$ cat config.mk
export PLATFORM = sky130hd
export DESIGN_NAME = fds_drive
export DESIGN_NICKNAME = d
export VERILOG_FILES = /design/src/fds_regs_pkg.sv /design/src/fds_disk_pkg.sv /design/src/fds_timer_irq.sv /design/src/fds_disk_transfer.sv /design/src/fds_side_select.sv /design/src/fds_prg_map.sv /design/src/fds_drive.sv
export SDC_FILE = /design/constraint.sdc
export NUM_CORES = 1
export LEC_CHECK = 0
export BUFFER_PORTS_ARGS = -buffer_cell sky130_fd_sc_hd__buf_4
export CORE_ASPECT_RATIO = 1.1
export CORE_MARGIN = 5
export CORE_UTILIZATION = 65
export CTS_BUF_LIST = sky130_fd_sc_hd__clkbuf_8
export CTS_CLUSTER_DIAMETER = 30
export DETAILED_ROUTE_END_ITERATION = 8
export PLACE_DENSITY = 0.95
export SYNTH_ARGS = -nofsm -noshare
export SYNTH_HDL_FRONTEND = slang
export SYNTH_HIERARCHICAL = 1
export SYNTH_SLANG_ARGS = --single-unit
export TNS_END_PERCENT = 30
$ cat constraint.sdc
create_clock -name clk -period 7.24 [get_ports clk]
set_clock_uncertainty 0.05 [all_clocks]
set_input_delay 1.448 -clock clk [delete_from_list [all_inputs] [get_ports clk]]
set_output_delay 1.448 -clock clk [all_outputs]
set_load 0.02 [all_outputs]
$ cat src/fds_regs_pkg.sv
// CPU bus types, drive register addresses, control and status definitions
package fds_regs_pkg;

	typedef logic [15:0] cpu_addr_t;
	typedef logic [7:0]  byte_t;
	typedef logic [21:0] prg_addr_t; // Cartridge PRG space
	typedef logic [21:0] chr_addr_t; // Cartridge CHR space

	// One CPU access, valid for a single ce
	typedef struct packed {
		cpu_addr_t addr;
		byte_t     data;
		logic      read;
		logic      write;
	} cpu_bus_t;

	// Decoded $4025
	typedef struct packed {
		logic motor_on;
		logic head_rewind;
		logic vertical;      // Inverted bit 3
		logic byte_transfer;
		logic disk_irq_en;
	} disk_ctrl_t;

	localparam cpu_addr_t REG_TIMER_LO     = 16'h4020;
	localparam cpu_addr_t REG_TIMER_HI     = 16'h4021;
	localparam cpu_addr_t REG_TIMER_CTRL   = 16'h4022;
	localparam cpu_addr_t REG_IO_EN        = 16'h4023;
	localparam cpu_addr_t REG_DISK_CTRL    = 16'h4025;
	localparam cpu_addr_t REG_IRQ_STATUS   = 16'h4030;
	localparam cpu_addr_t REG_DISK_DATA    = 16'h4031;
	localparam cpu_addr_t REG_DRIVE_STATUS = 16'h4032;
	localparam cpu_addr_t REG_EXT_STATUS   = 16'h4033;

	// Battery good, nothing on the expansion port
	localparam byte_t EXT_STATUS_VAL = 8'h80;

endpackage

$ cat src/fds_disk_pkg.sv
// Disk image geometry, block types, side layout and end-of-side position
package fds_disk_pkg;

	typedef logic [15:0] disk_pos_t;  // Byte position within one side
	typedef logic [1:0]  disk_side_t;

	// Block type as stored in the first byte of every block
	typedef enum logic [2:0] {
		BLK_NONE        = 3'd0,
		BLK_DISK_INFO   = 3'd1,
		BLK_FILE_COUNT  = 3'd2,
		BLK_FILE_HEADER = 3'd3,
		BLK_FILE_DATA   = 3'd4
	} block_type_t;

	// Index of the last byte in each fixed size block
	localparam disk_pos_t DISK_INFO_LAST   = 16'h0037;
	localparam disk_pos_t FILE_COUNT_LAST  = 16'h0001;
	localparam disk_pos_t FILE_HEADER_LAST = 16'h000F;

	// File size field inside a file header block
	localparam disk_pos_t FILE_SIZE_LO_POS = 16'h000D;
	localparam disk_pos_t FILE_SIZE_HI_POS = 16'h000E;

	localparam disk_pos_t DISK_END_POS = 16'd65499;

	// Image is a 16 byte header followed by sides of 65500 bytes
	localparam int SIDE_BYTES   = 65500;
	localparam int HEADER_BYTES = 16;

	// PRG 3C0000 and up holds the disk image
	localparam logic [3:0] DISK_REGION = 4'hF;

endpackage

$ cat src/fds_timer_irq.sv
// CPU timer IRQ with reload latch, one-shot and repeat modes, and the I/O enable bit
`timescale 1ns/1ns

module fds_timer_irq (
	input  logic                   clk,
	input  logic                   diskreset,
	input  logic                   ce,
	input  fds_regs_pkg::cpu_bus_t cpu,
	input  logic                   status_read,
	output logic                   timer_irq,
	output logic                   io_en
);

	logic [15:0] timer_latch;
	logic [15:0] timer_cnt;
	logic        timer_en;
	logic        timer_repeat;
	logic        status_read_d;
	logic        timer_start;
	logic        timer_expire;

	assign timer_start  = cpu.data[1] & io_en;
	assign timer_expire = timer_en & (timer_cnt == 16'd0);

	always_ff @(posedge clk) begin
		if (ce) begin
			if (timer_en) begin
				timer_cnt <= timer_expire ? timer_latch : timer_cnt - 16'd1; // Reload on expiry
			end
			if (cpu.write) begin
				case (cpu.addr)
					fds_regs_pkg::REG_TIMER_LO: timer_latch[7:0] <= cpu.data;
					fds_regs_pkg::REG_TIMER_HI: timer_latch[15:8] <= cpu.data;
					fds_regs_pkg::REG_TIMER_CTRL: begin
						if (timer_start) begin
							timer_cnt <= timer_latch;
						end
					end
					default: ;
				endcase
			end
		end
	end

	always_ff @(posedge clk) begin
		if (diskreset) begin
			timer_irq     <= 1'b0;
			timer_en      <= 1'b0;
			timer_repeat  <= 1'b0;
			io_en         <= 1'b0;
			status_read_d <= 1'b0;
		end else if (ce) begin
			status_read_d <= status_read;

			if (timer_expire) begin
				timer_irq <= 1'b1;
				if (!timer_repeat) begin
					timer_en <= 1'b0; // One-shot stops here
				end
			end

			if (cpu.write) begin
				case (cpu.addr)
					fds_regs_pkg::REG_TIMER_CTRL: begin
						timer_repeat <= cpu.data[0];
						timer_en     <= timer_start;
						if (!timer_start) begin
							timer_irq <= 1'b0;
						end
					end
					fds_regs_pkg::REG_IO_EN: begin
						io_en <= cpu.data[0];
						if (!cpu.data[0]) begin
							timer_en  <= 1'b0;
							timer_irq <= 1'b0;
						end
					end
					default: ;
				endcase
			end

			// Acknowledge lands one ce after the $4030 read
			if (status_read_d) begin
				timer_irq <= 1'b0;
			end
		end
	end

endmodule

$ cat src/fds_disk_transfer.sv
// Disk control register, pre-gap and byte timing, byte flag, block tracking and disk position
`timescale 1ns/1ns

module fds_disk_transfer #(
	parameter int PRE_GAP_DELAY = 65535,
	parameter int BYTE_DELAY    = 99
) (
	input  logic                     clk,
	input  logic                     diskreset,
	input  logic                     ce,
	input  fds_regs_pkg::cpu_bus_t   cpu,
	input  fds_regs_pkg::byte_t      disk_data,
	input  logic                     fds_busy,
	input  logic                     disk_read,
	input  logic                     status_read,
	input  logic                     io_en,
	output fds_regs_pkg::disk_ctrl_t ctrl,
	output fds_disk_pkg::disk_pos_t  disk_pos,
	output logic                     byte_flag,
	output logic                     disk_irq,
	output logic                     disk_end
);

	logic [15:0]               transfer_cnt;
	logic                      after_pre_gap;
	logic                      new_byte;       // Byte arrived and not yet consumed
	logic                      disk_read_d;
	logic                      status_read_d;
	logic                      block_end;
	logic                      last_byte;
	logic                      ctrl_write;
	logic                      xfer_start;
	fds_disk_pkg::disk_pos_t   byte_cnt;       // Bytes read in the current block
	fds_disk_pkg::disk_pos_t   file_size;
	fds_disk_pkg::block_type_t block_type;

	assign ctrl_write = cpu.write & io_en & (cpu.addr == fds_regs_pkg::REG_DISK_CTRL);
	assign xfer_start = ctrl_write & cpu.data[6] & ~ctrl.byte_transfer; // Rising edge of bit 6
	assign disk_end   = (disk_pos == fds_disk_pkg::DISK_END_POS);
	assign disk_irq   = byte_flag & ctrl.disk_irq_en;

	// Image has no CRC bytes, so each block must stop at its own length
	always_comb begin
		case (block_type)
			fds_disk_pkg::BLK_DISK_INFO:   last_byte = (byte_cnt == fds_disk_pkg::DISK_INFO_LAST);
			fds_disk_pkg::BLK_FILE_COUNT:  last_byte = (byte_cnt == fds_disk_pkg::FILE_COUNT_LAST);
			fds_disk_pkg::BLK_FILE_HEADER: last_byte = (byte_cnt == fds_disk_pkg::FILE_HEADER_LAST);
			fds_disk_pkg::BLK_FILE_DATA:   last_byte = (byte_cnt == file_size);
			default:                       last_byte = 1'b0;
		endcase
	end

	// File size comes from the header that precedes the data block
	always_ff @(posedge clk) begin
		if (ce && disk_read && block_type == fds_disk_pkg::BLK_FILE_HEADER) begin
			if (byte_cnt == fds_disk_pkg::FILE_SIZE_LO_POS) begin
				file_size[7:0] <= disk_data;
			end
			if (byte_cnt == fds_disk_pkg::FILE_SIZE_HI_POS) begin
				file_size[15:8] <= disk_data;
			end
		end
	end

	always_ff @(posedge clk) begin
		if (diskreset) begin
			ctrl          <= '0;
			transfer_cnt  <= 16'd0;
			after_pre_gap <= 1'b0;
			new_byte      <= 1'b0;
			disk_read_d   <= 1'b0;
			status_read_d <= 1'b0;
			byte_flag     <= 1'b0;
			byte_cnt      <= '0;
			block_end     <= 1'b0;
			block_type    <= fds_disk_pkg::BLK_NONE;
			disk_pos      <= '0;
		end else if (ce) begin
			disk_read_d   <= disk_read;
			status_read_d <= status_read;

			if (ctrl_write) begin
				ctrl.motor_on      <= cpu.data[0];
				ctrl.head_rewind   <= cpu.data[1];
				ctrl.vertical      <= ~cpu.data[3];
				ctrl.byte_transfer <= cpu.data[6];
				ctrl.disk_irq_en   <= cpu.data[7];
			end

			if (disk_read && byte_cnt == '0) begin
				block_type <= fds_disk_pkg::block_type_t'(disk_data[2:0]);
			end

			if (status_read_d || disk_read_d) begin
				byte_flag <= 1'b0;
			end

			// Advance one ce after the $4031 read
			if (disk_read_d && new_byte) begin
				new_byte <= 1'b0;
				byte_cnt <= byte_cnt + 16'd1;
				if (!disk_end && !block_end) begin
					disk_pos <= disk_pos + 16'd1;
				end
				if (last_byte) begin
					block_end <= 1'b1;
				end
			end

			if (xfer_start) begin // New block
				byte_flag  <= 1'b0;
				new_byte   <= 1'b0;
				byte_cnt   <= '0;
				block_end  <= 1'b0;
				block_type <= fds_disk_pkg::BLK_NONE;
			end

			if (!ctrl.motor_on) begin
				transfer_cnt <= 16'd0;
			end else if (ctrl.head_rewind) begin
				transfer_cnt  <= 16'd0;
				disk_pos      <= '0;
				after_pre_gap <= 1'b0;
			end else if (!after_pre_gap) begin
				if (transfer_cnt == 16'(PRE_GAP_DELAY)) begin
					after_pre_gap <= 1'b1;
					transfer_cnt  <= 16'd0;
				end else begin
					transfer_cnt <= transfer_cnt + 16'd1;
				end
			end else if (xfer_start) begin
				transfer_cnt <= 16'd0; // Realign byte timing to the block
			end else if (transfer_cnt == 16'(BYTE_DELAY)) begin
				transfer_cnt <= 16'd0;
				if (ctrl.byte_transfer && !fds_busy) begin
					byte_flag <= 1'b1;
					new_byte  <= 1'b1;
				end
			end else begin
				transfer_cnt <= transfer_cnt + 16'd1;
			end
		end
	end

endmodule

$ cat src/fds_side_select.sv
// Eject button edge detect, disk side counter and minimum eject hold timer
`timescale 1ns/1ns

module fds_side_select #(
	parameter int EJECT_DELAY = 1786800
) (
	input  logic                     clk,
	input  logic                     diskreset,
	input  logic                     ce,
	input  logic                     eject_btn,
	input  fds_disk_pkg::disk_side_t max_diskside,
	output fds_disk_pkg::disk_side_t side,
	output logic                     disk_eject
);

	localparam int CNT_W = $clog2(EJECT_DELAY + 1);

	logic             eject_btn_d;
	logic             eject_hold;
	logic [CNT_W-1:0] eject_cnt;
	logic             btn_rise;

	assign btn_rise = eject_btn & ~eject_btn_d;

	// Held button keeps the disk out beyond the minimum time
	assign disk_eject = eject_hold | eject_btn;

	always_ff @(posedge clk) begin
		if (diskreset) begin
			eject_btn_d <= 1'b0;
			eject_hold  <= 1'b0;
			eject_cnt   <= '0;
			side        <= '0;
		end else if (ce) begin
			eject_btn_d <= eject_btn;
			if (btn_rise) begin
				side       <= (side >= max_diskside) ? 2'd0 : side + 2'd1;
				eject_hold <= 1'b1;
				eject_cnt  <= '0;
			end else if (eject_hold) begin
				if (eject_cnt == CNT_W'(EJECT_DELAY - 1)) begin
					eject_hold <= 1'b0; // Disk back in
				end else begin
					eject_cnt <= eject_cnt + 1'b1;
				end
			end
		end
	end

endmodule

$ cat src/fds_prg_map.sv
// Status register readout, PRG address arbitration between CPU and disk, CHR and VRAM mapping
`timescale 1ns/1ns

module fds_prg_map (
	input  fds_regs_pkg::cpu_bus_t   cpu,
	input  fds_regs_pkg::disk_ctrl_t ctrl,
	input  fds_disk_pkg::disk_pos_t  disk_pos,
	input  fds_disk_pkg::disk_side_t side,
	input  logic                     timer_irq,
	input  logic                     byte_flag,
	input  logic                     disk_end,
	input  logic                     disk_eject,
	input  logic [13:0]              chr_ain,
	output fds_regs_pkg::prg_addr_t  prg_aout,
	output fds_regs_pkg::byte_t      prg_dout,
	output logic                     prg_allow,
	output logic                     prg_bus_write,
	output logic                     status_read,
	output logic                     disk_read,
	output fds_regs_pkg::chr_addr_t  chr_aout,
	output logic                     vram_a10,
	output logic                     vram_ce
);

	localparam fds_regs_pkg::prg_addr_t WRAM_BASE = 22'h008000;

	logic        disk_ready;
	logic        prg_is_ram;
	logic [14:0] ram_offset;
	logic [17:0] side_offset;
	logic [17:0] image_offset;

	assign status_read = cpu.read & (cpu.addr == fds_regs_pkg::REG_IRQ_STATUS);
	assign disk_read   = cpu.read & (cpu.addr == fds_regs_pkg::REG_DISK_DATA);
	assign disk_ready  = ctrl.motor_on & ~ctrl.head_rewind & ~disk_eject & ~disk_end;

	always_comb begin
		prg_bus_write = 1'b1; // Drive owns the data bus
		case (cpu.addr)
			fds_regs_pkg::REG_IRQ_STATUS: begin
				prg_dout = {1'b0, disk_end, 4'd0, byte_flag, timer_irq};
			end
			fds_regs_pkg::REG_DRIVE_STATUS: begin
				prg_dout = {4'h4, 1'b0, disk_eject, ~disk_ready, disk_eject};
			end
			fds_regs_pkg::REG_EXT_STATUS: begin
				prg_dout = fds_regs_pkg::EXT_STATUS_VAL;
			end
			default: begin
				prg_dout      = 8'h00;
				prg_bus_write = 1'b0;
			end
		endcase
	end

	assign prg_is_ram = cpu.addr[15] ^ (&cpu.addr[14:13]); // $6000-$DFFF
	assign ram_offset = 15'(cpu.addr - 16'h6000);

	// Header, then one fixed size region per side
	assign side_offset  = 18'(fds_disk_pkg::HEADER_BYTES) +
		18'(side) * 18'(fds_disk_pkg::SIDE_BYTES);
	assign image_offset = side_offset + 18'(disk_pos);

	// Disk data read has priority over the CPU mapping
	always_comb begin
		if (disk_read) begin
			prg_aout = {fds_disk_pkg::DISK_REGION, image_offset};
		end else if (prg_is_ram) begin
			prg_aout = WRAM_BASE + 22'(ram_offset);
		end else begin
			prg_aout = 22'(cpu.addr[12:0]); // BIOS
		end
	end

	assign prg_allow = (cpu.read & cpu.addr[15] & ~prg_bus_write) | prg_is_ram | disk_read;

	// CHR is all RAM
	assign chr_aout = {9'b1_0000_0000, chr_ain[12:0]};
	assign vram_a10 = ctrl.vertical ? chr_aout[10] : chr_aout[11];
	assign vram_ce  = chr_ain[13];

endmodule

$ cat src/fds_drive.sv
// Disk drive top level with timer, transfer, side select and PRG map instances
`timescale 1ns/1ns

module fds_drive #(
	parameter int PRE_GAP_DELAY = 65535,
	parameter int BYTE_DELAY    = 99,
	parameter int EJECT_DELAY   = 1786800
) (
	input  logic                     clk,
	input  logic                     diskreset,
	input  logic                     ce,
	input  fds_regs_pkg::cpu_addr_t  prg_ain,
	input  fds_regs_pkg::byte_t      prg_din,
	input  logic                     prg_read,
	input  logic                     prg_write,
	input  fds_regs_pkg::byte_t      prg_dbus,
	input  logic [13:0]              chr_ain,
	input  logic                     fds_busy,
	input  logic                     eject_btn,
	input  fds_disk_pkg::disk_side_t max_diskside,
	output fds_regs_pkg::prg_addr_t  prg_aout,
	output fds_regs_pkg::byte_t      prg_dout,
	output logic                     prg_allow,
	output logic                     prg_bus_write,
	output fds_regs_pkg::chr_addr_t  chr_aout,
	output logic                     vram_a10,
	output logic                     vram_ce,
	output logic                     irq,
	output fds_disk_pkg::disk_side_t diskside
);

	fds_regs_pkg::cpu_bus_t   cpu;
	fds_regs_pkg::disk_ctrl_t ctrl;
	fds_disk_pkg::disk_pos_t  disk_pos;
	fds_disk_pkg::disk_side_t side;
	logic                     timer_irq;
	logic                     io_en;
	logic                     byte_flag;
	logic                     disk_irq;
	logic                     disk_end;
	logic                     disk_eject;
	logic                     status_read;
	logic                     disk_read;

	assign cpu      = '{addr: prg_ain, data: prg_din, read: prg_read, write: prg_write};
	assign irq      = timer_irq | disk_irq;
	assign diskside = side;

	fds_timer_irq u_timer (
		.clk(clk), .diskreset(diskreset), .ce(ce), .cpu(cpu),
		.status_read(status_read), .timer_irq(timer_irq), .io_en(io_en)
	);

	fds_disk_transfer #(.PRE_GAP_DELAY(PRE_GAP_DELAY), .BYTE_DELAY(BYTE_DELAY)) u_transfer (
		.clk(clk), .diskreset(diskreset), .ce(ce), .cpu(cpu), .disk_data(prg_dbus),
		.fds_busy(fds_busy), .disk_read(disk_read), .status_read(status_read), .io_en(io_en),
		.ctrl(ctrl), .disk_pos(disk_pos), .byte_flag(byte_flag), .disk_irq(disk_irq),
		.disk_end(disk_end)
	);

	fds_side_select #(.EJECT_DELAY(EJECT_DELAY)) u_side (
		.clk(clk), .diskreset(diskreset), .ce(ce), .eject_btn(eject_btn),
		.max_diskside(max_diskside), .side(side), .disk_eject(disk_eject)
	);

	fds_prg_map u_map (
		.cpu(cpu), .ctrl(ctrl), .disk_pos(disk_pos), .side(side), .timer_irq(timer_irq),
		.byte_flag(byte_flag), .disk_end(disk_end), .disk_eject(disk_eject), .chr_ain(chr_ain),
		.prg_aout(prg_aout), .prg_dout(prg_dout), .prg_allow(prg_allow),
		.prg_bus_write(prg_bus_write), .status_read(status_read), .disk_read(disk_read),
		.chr_aout(chr_aout), .vram_a10(vram_a10), .vram_ce(vram_ce)
	);

endmodule

==> metrics.cfg, run 1 <==
[clock_tree]
ctsHoldBuffers = 0
cts_root_buf = clkbuf_8
cts_resized = 0
clk_pin_slew_ns = 0.08
cts_buffer_depth = 2
insertion_delay_ns = 0.45
numCtsBuffers = 17
htreeDepth = 4
tritoncts = done
post_cts_buffers = 0
numClockSinks = 140

[drt]
vias = 7696
wl_per_cell_um = 17.6
vias_per_cell = 6.30
drtPass1Iterations = 7
ant_nets = 0
wl_mm = 21.5
drc = 0
drt_iter0_drc = 767

[layout]
layout-drive-gt1-share = 0.147
fin_area_um2 = 9660
stdcell_count = 1222
final_util = 0.728
fillers = 935
syn_to_final_growth_pct = 8.96
nets = 1124

[placement]
hpwlAfterDp_mm = 15.4
place_area_um2 = 9290
gp_congestion = 0.934
place_ws_ns = 2.20
placed_cells = 1189
io_buffers = 77

[synth]
synth_compound_area_frac = 0.161
ys_seq_area_frac = 0.370
ys_async_sr_fraction = 0
synthAdderAreaFrac = 0.0643
synthCells = 983
yosysUniqueCellTypes = 95
synth_area_um2 = 8870
yosys.area_share.simple = 0.264
ys_warn_count = 6
ys_ff_latch = 140
synth_flop_cell = dfxtp_1
synth_xor_xnor_area_share = 0.0533
synth_edf_count = 48
synth_area_per_cell_um2 = 9.02
synthMuxAreaShare = 0.0220
synth_top_family_by_area = simple AND/OR/NAND/NOR gates

[global_routing]
grt_pass1_wl_mm = 34.9
grt_pass1_vias = 7227
antenna_found_initial = 0
grt_max_degree = 52
grt-ovfl-total = 0
track_usage = 0.262

[floorplan]
core.rowCount = 44
fp.dieArea_um2 = 16100
core_um2 = 13300
start_util = 0.668
ios = 114
die_h_um = 133
fp.dieW_um = 121

[timing]
fmax_mhz = 191
setup_viol_count_final = 0
worstMarginPinSlew_ns = 1.06
setup_tns_ns = 0
worst_slack_ns = 2.01
finalHoldViolations = 0
max-slew-margin-rel = 0.294
period_minus_slack_ns = 5.23
report.final.slew_viol_count = 0
rsz0062_at_grt = false
min_period_over_period = 0.723

[pwr]
power_density_nw_per_um2 = 164
irDropWorstVdd_mv = 0.116
p_leak_nw = 3.59

[setup_path]
cp-end-kind = output pin
arrival_ns = 3.74
critical_path_class = reg2out
required_ns = 5.74
worst_setup_path_start_kind = flop
crit_fanout = 9

[run_status]
status = complete, no violations

[run]
max_cap_violations = 0

[min_path]
hp-class = reg2reg

[per-stage QoR]
| stage | total power [mW] | hold slack [ns] |
|---|---|---|
| floorplan | 0.952 | 0.382 |
| global placement | 0.994 | 0.402 |
| detailed placement | 0.998 | 0.412 |
| CTS | 1.59 | 0.425 |
| global route | 1.64 | 0.466 |
| finish | 1.59 | 0.429 |
[layout by cell type (no fill, tap or decap), types with 15 or more instances in the layout]
cell type  synthesis  layout
a21o_1            15      15
a21oi_1           70      70
buf_4             31      81
clkbuf_8           4      19
dfxtp_1           92      92
edfxtp_1          48      48
ha_1              44      44
inv_1             31      34
mux2i_1           15      15
nand2_1           72      72
nand3_1           52      52
nand4_1           25      25
nor2_1            91      91
o21ai_0           48      48
or3_1             16      16
xnor2_1           32      32
xor2_1            22      22
[cell type report]
| type | count | area (µm²) | share of cell area |
|---|---|---|---|
| Multi-Input combinational cell | 752 | 5050 | 0.522 |
| Timing Repair Buffer | 81 | 608 | 0.0629 |
| Sequential cell | 140 | 3280 | 0.340 |
| Antenna cell | 1 | 2.50 | 0.000259 |
| Inverter | 32 | 120 | 0.0124 |
| Clock buffer | 19 | 262 | 0.0271 |
| Clock inverter | 13 | 109 | 0.0113 |
| Tap cell | 184 | 230 | 0.0238 |
[worst max-delay path, cell delays in order (launching register included)]
cell and delay [ns]:
dfxtp_1 0.49, inv_1 0.14, ha_1 0.24, inv_1 0.25, ha_1 0.30, ha_1 0.38, a21o_1 0.24, a31o_2 0.23
o21a_1 0.25, or3_1 0.38, a31o_2 0.24, buf_4 0.15
[final timing paths]
path                             start              endpoint  slack (ns)  depth (start not counted)
setup / recovery        u_side/side[0]          prg_aout[12]        2.01                         11
hold reg to reg   u_side/eject_cnt[20]  u_side/eject_cnt[20]        0.43                          1
setup reg to reg  u_timer/timer_cnt[0]  u_timer/timer_cnt[7]        4.42                          6
hold / removal    u_side/eject_cnt[20]  u_side/eject_cnt[20]        0.43                          1
[where the power goes]
group	total, mW	switching, mW	leakage, nW	internal [mW]
clock	0.604	0.290	0.199	0.313
combinational	0.155	0.0952	2.21	0.0600
sequential	0.829	0.0104	1.19	0.819
total	1.59	0.396	3.59	1.19
[cells by family after synthesis]
group | count (synthesis)
adder cells (fa/ha/maj) | 45
AO/OA/AOI/OAI | 218
AND/OR/NAND/NOR | 404
other | 2
flip-flops | 140
buffers and inverters | 101
XOR/XNOR | 54
multiplexers | 19
[sequential cells by signal, summed over array words and instances (netlist names), 2 cells and up]
signal	cells
u_side/eject_cnt	21
u_timer/timer_cnt	16
u_timer/timer_latch	16
u_transfer/byte_cnt	16
u_transfer/disk_pos	16
u_transfer/file_size	16
u_transfer/transfer_cnt	16
u_transfer/ctrl	5
u_transfer/block_type	3
u_side/side	2
[routing by layer]
metal | vias to the layer above | GRT usage | share of wire
met5 | - | 0 | 0
met3 | 51 | 0.0525 | 0.054
met1 | 3664 | 0.323 | 0.42
met2 | 288 | 0.458 | 0.51
met4 | 0 | 0.0866 | 0.021
li1 | 3693 | - | -
[cell usage after synthesis, types with 6 or more instances]
library cell  count  area, µm²
dfxtp_1          92       1840
nor2_1           91        342
nand2_1          72        270
a21oi_1          70        350
nand3_1          52        260
edfxtp_1         48       1440
o21ai_0          48        240
ha_1             44        551
xnor2_1          32        280
buf_4            31        233
inv_1            31        116
nand4_1          25        156
xor2_1           22        193
clkbuf_1         21       78.8
or3_1            16        100
a21o_1           15        113
mux2i_1          15        150
nor3_1           14       70.1
nor4_1           14       87.6
a31oi_1          12       75.1
and3_1           11       68.8
nand2b_1         10       62.6
nor2b_1           9       56.3
nor4b_1           9       78.8
and2_1            8       50.1
nor3b_1           8       60.1
o31ai_1           8       60.1
or4_1             7       52.6
and4_1            6       52.6
buf_2             6       30.0
Power figures use the tool's default switching activity.
==> run 2: changes to the inputs <==
- ABC_AREA: unset -> 1
- CORE_UTILIZATION: 65 -> 56
- PLACE_DENSITY: 0.95 -> 0.9
- clock period: 7.24 -> 4.7 ns (I/O delays scaled with it)
==> run 2 against run 1 <==
Power grew 62%. Combinational power grew 87%. Non-clock buffer count is 2 higher. Clock-buffer cell count decreased by 1. Synthesized cell count increased by 58%. Critical endpoint is now prg_aout[16].
==> metrics.cfg, run 2 <==
[synth]
ys_async_sr_fraction = 0
ys_seq_area_frac = 0.317
ys_ff_latch = 140
yosys.area.top_type = dfxtp_1
synth_area_per_cell_um2 = 6.66
synth_edf_count = 48
synthCells = 1553
yosys-top-cells-count = 405 x nand2_1, 201 x inv_1, 196 x nor2_1, 153 x nand3_1, 92 x dfxtp_1
ys_warn_count = 6
yosysTopAreaCellShare = 0.178
synth_flop_cell = dfxtp_1
synth.most_common_cell = nand2_1
netlist_top_cells_area = dfxtp_1 18%, nand2_1 15%, edfxtp_1 14%
synth_area_um2 = 10300
yosysUniqueCellTypes = 50

[floorplan]
core.rowCount = 52
start_util = 0.566
die_h_um = 153
fp.dieW_um = 140
core_um2 = 18300
ios = 114
fp.dieArea_um2 = 21300

[placement]
place_area_um2 = 10900
gp_congestion = 0.928
io_buffers = 77
hpwlAfterDp_mm = 20.6

[timing]
fmax_mhz = 234
min_period_over_period = 0.911
finalHoldWorstSlack_ns = 0.426
max-slew-margin-rel = 0.462
finalHoldViolations = 0
setup_viol_count_final = 0
report.final.slew_viol_count = 0
period_minus_slack_ns = 4.28
setup_tns_ns = 0
rsz0062_at_grt = false
worstMarginPinSlew_ns = 0.805

[layout]
largest_reg_flops = 21
layout_common_cells = 405 x nand2_1, 203 x inv_1, 196 x nor2_1
fin_area_um2 = 11300
final_common_cell = nand2_1
nets = 1702
largest_register = u_side/eject_cnt
layout-drive-gt1-share = 0.117
syn_to_final_growth_pct = 9.04

[global_routing]
grt_pass1_vias = 9423
grtUsageMet1 = 0.309
grt_max_degree = 53
grt-busiest-layer = met2
track_usage = 0.247
antenna_found_initial = 1
grt_use_met3 = 0.0355
use_met2 = 0.422
grt-ovfl-total = 0
grt_pass1_wl_mm = 44.2

[setup_path]
critical_path_class = reg2out
worst_setup_path_start_kind = flop
r2r-start = u_side/eject_cnt[1]
r2r_slack_ns = 1.89
rr_endpoint = u_side/eject_cnt[2]
worstRegToRegCells = 9
cp-end-kind = output pin
required_ns = 3.71
arrival_ns = 3.29
crit_fanout = 9

[min_path]
min_to = u_timer/status_read_d
hp-class = reg2reg
hp-start = u_timer/status_read_d
whs_path_depth = 2

[clock_tree]
cts_root_buf = clkbuf_8
clk_pin_slew_ns = 0.08
numClockSinks = 140
insertion_delay_ns = 0.46
htreeDepth = 4
post_cts_buffers = 0
cts_buffer_depth = 2
ctsHoldBuffers = 0
numCtsBuffers = 17
tritoncts = done
cts_resized = 0

[run_status]
status = complete, no violations

[drt]
vias_per_cell = 5.50
drt_iter0_drc = 995
vias = 10200
wl_per_cell_um = 14.6
drtPass1Iterations = 6
wl_mm = 27.1
drc = 0
ant_nets = 0

[pwr]
power_density_nw_per_um2 = 229
p_leak_nw = 5.01
irDropWorstVdd_mv = 0.185

[run]
max_cap_violations = 0

run 2: critical path, stage by stage, from the launching register on:
cell     delay, ns
dfxtp_1       0.45
inv_1         0.14
ha_1          0.24
inv_1         0.25
ha_1          0.32
ha_1          0.38
nand2_1       0.12
nor2_1        0.22
and2_1        0.16
nand2_1       0.07
nand3_1       0.09
nand2_1       0.05
nor2_1        0.18
buf_4         0.18
run 2: kinds of logic after synthesis:
family | count (synthesis) | synth area share
AND/OR/NAND/NOR | 907 | 0.402
buffers and inverters | 278 | 0.120
AO/OA/AOI/OAI | 146 | 0.0744
flip-flops | 140 | 0.317
adder cells (fa/ha/maj) | 45 | 0.0552
XOR/XNOR | 34 | 0.0288
other | 2 | 0.000726
multiplexers | 1 | 0.00109
run 2: worst max-delay path by stage:
stage                   start            to  slack (ns)  depth (start not counted)
2_1_floorplan  u_side/side[0]  prg_aout[11]        0.90                         12
5_1_grt        u_side/side[1]  prg_aout[17]        0.15                         13
4_1_cts        u_side/side[0]  prg_aout[16]        0.43                         13
6_report       u_side/side[0]  prg_aout[16]        0.42                         13
3_5_place_dp   u_side/side[0]  prg_aout[17]        0.99                         13
3_3_place_gp   u_side/side[0]  prg_aout[17]        1.04                         13
run 2: power breakdown:
group / internal [mW] / total, mW / leakage (nW) / switching, mW
logic: 0.102 / 0.290 / 3.62 / 0.189
registers: 1.27 / 1.29 / 1.19 / 0.0197
clock network: 0.529 / 1.00 / 0.200 / 0.473
run 2: metal layers:
metal / wire, µm / part of all wire
met4: 764 / 0.028
met1: 11500 / 0.42
met5: 0 / 0
met3: 1720 / 0.064
met2: 13100 / 0.48
run 2: stage by stage:
stage                     power, mW  utilization  worst slack [ns]  instances
after global placement         1.59        0.595              1.04       1826
after floorplan                1.51            -             0.900       1563
after global routing           2.68        0.617             0.147       1859
after detailed placement       1.60        0.595             0.986       1826
after CTS                      2.59        0.617             0.428       1858
final                          2.58        0.617             0.420       1859
run 2: final cells by class:
type | count | area (µm²)
Fill cell | 1639 | 7000
Multi-Input combinational cell | 1145 | 5860
Sequential cell | 140 | 3280
Inverter | 215 | 807
Timing Repair Buffer | 83 | 623
Tap cell | 243 | 304
Clock buffer | 18 | 248
Clock inverter | 14 | 154
Antenna cell | 1 | 2.50
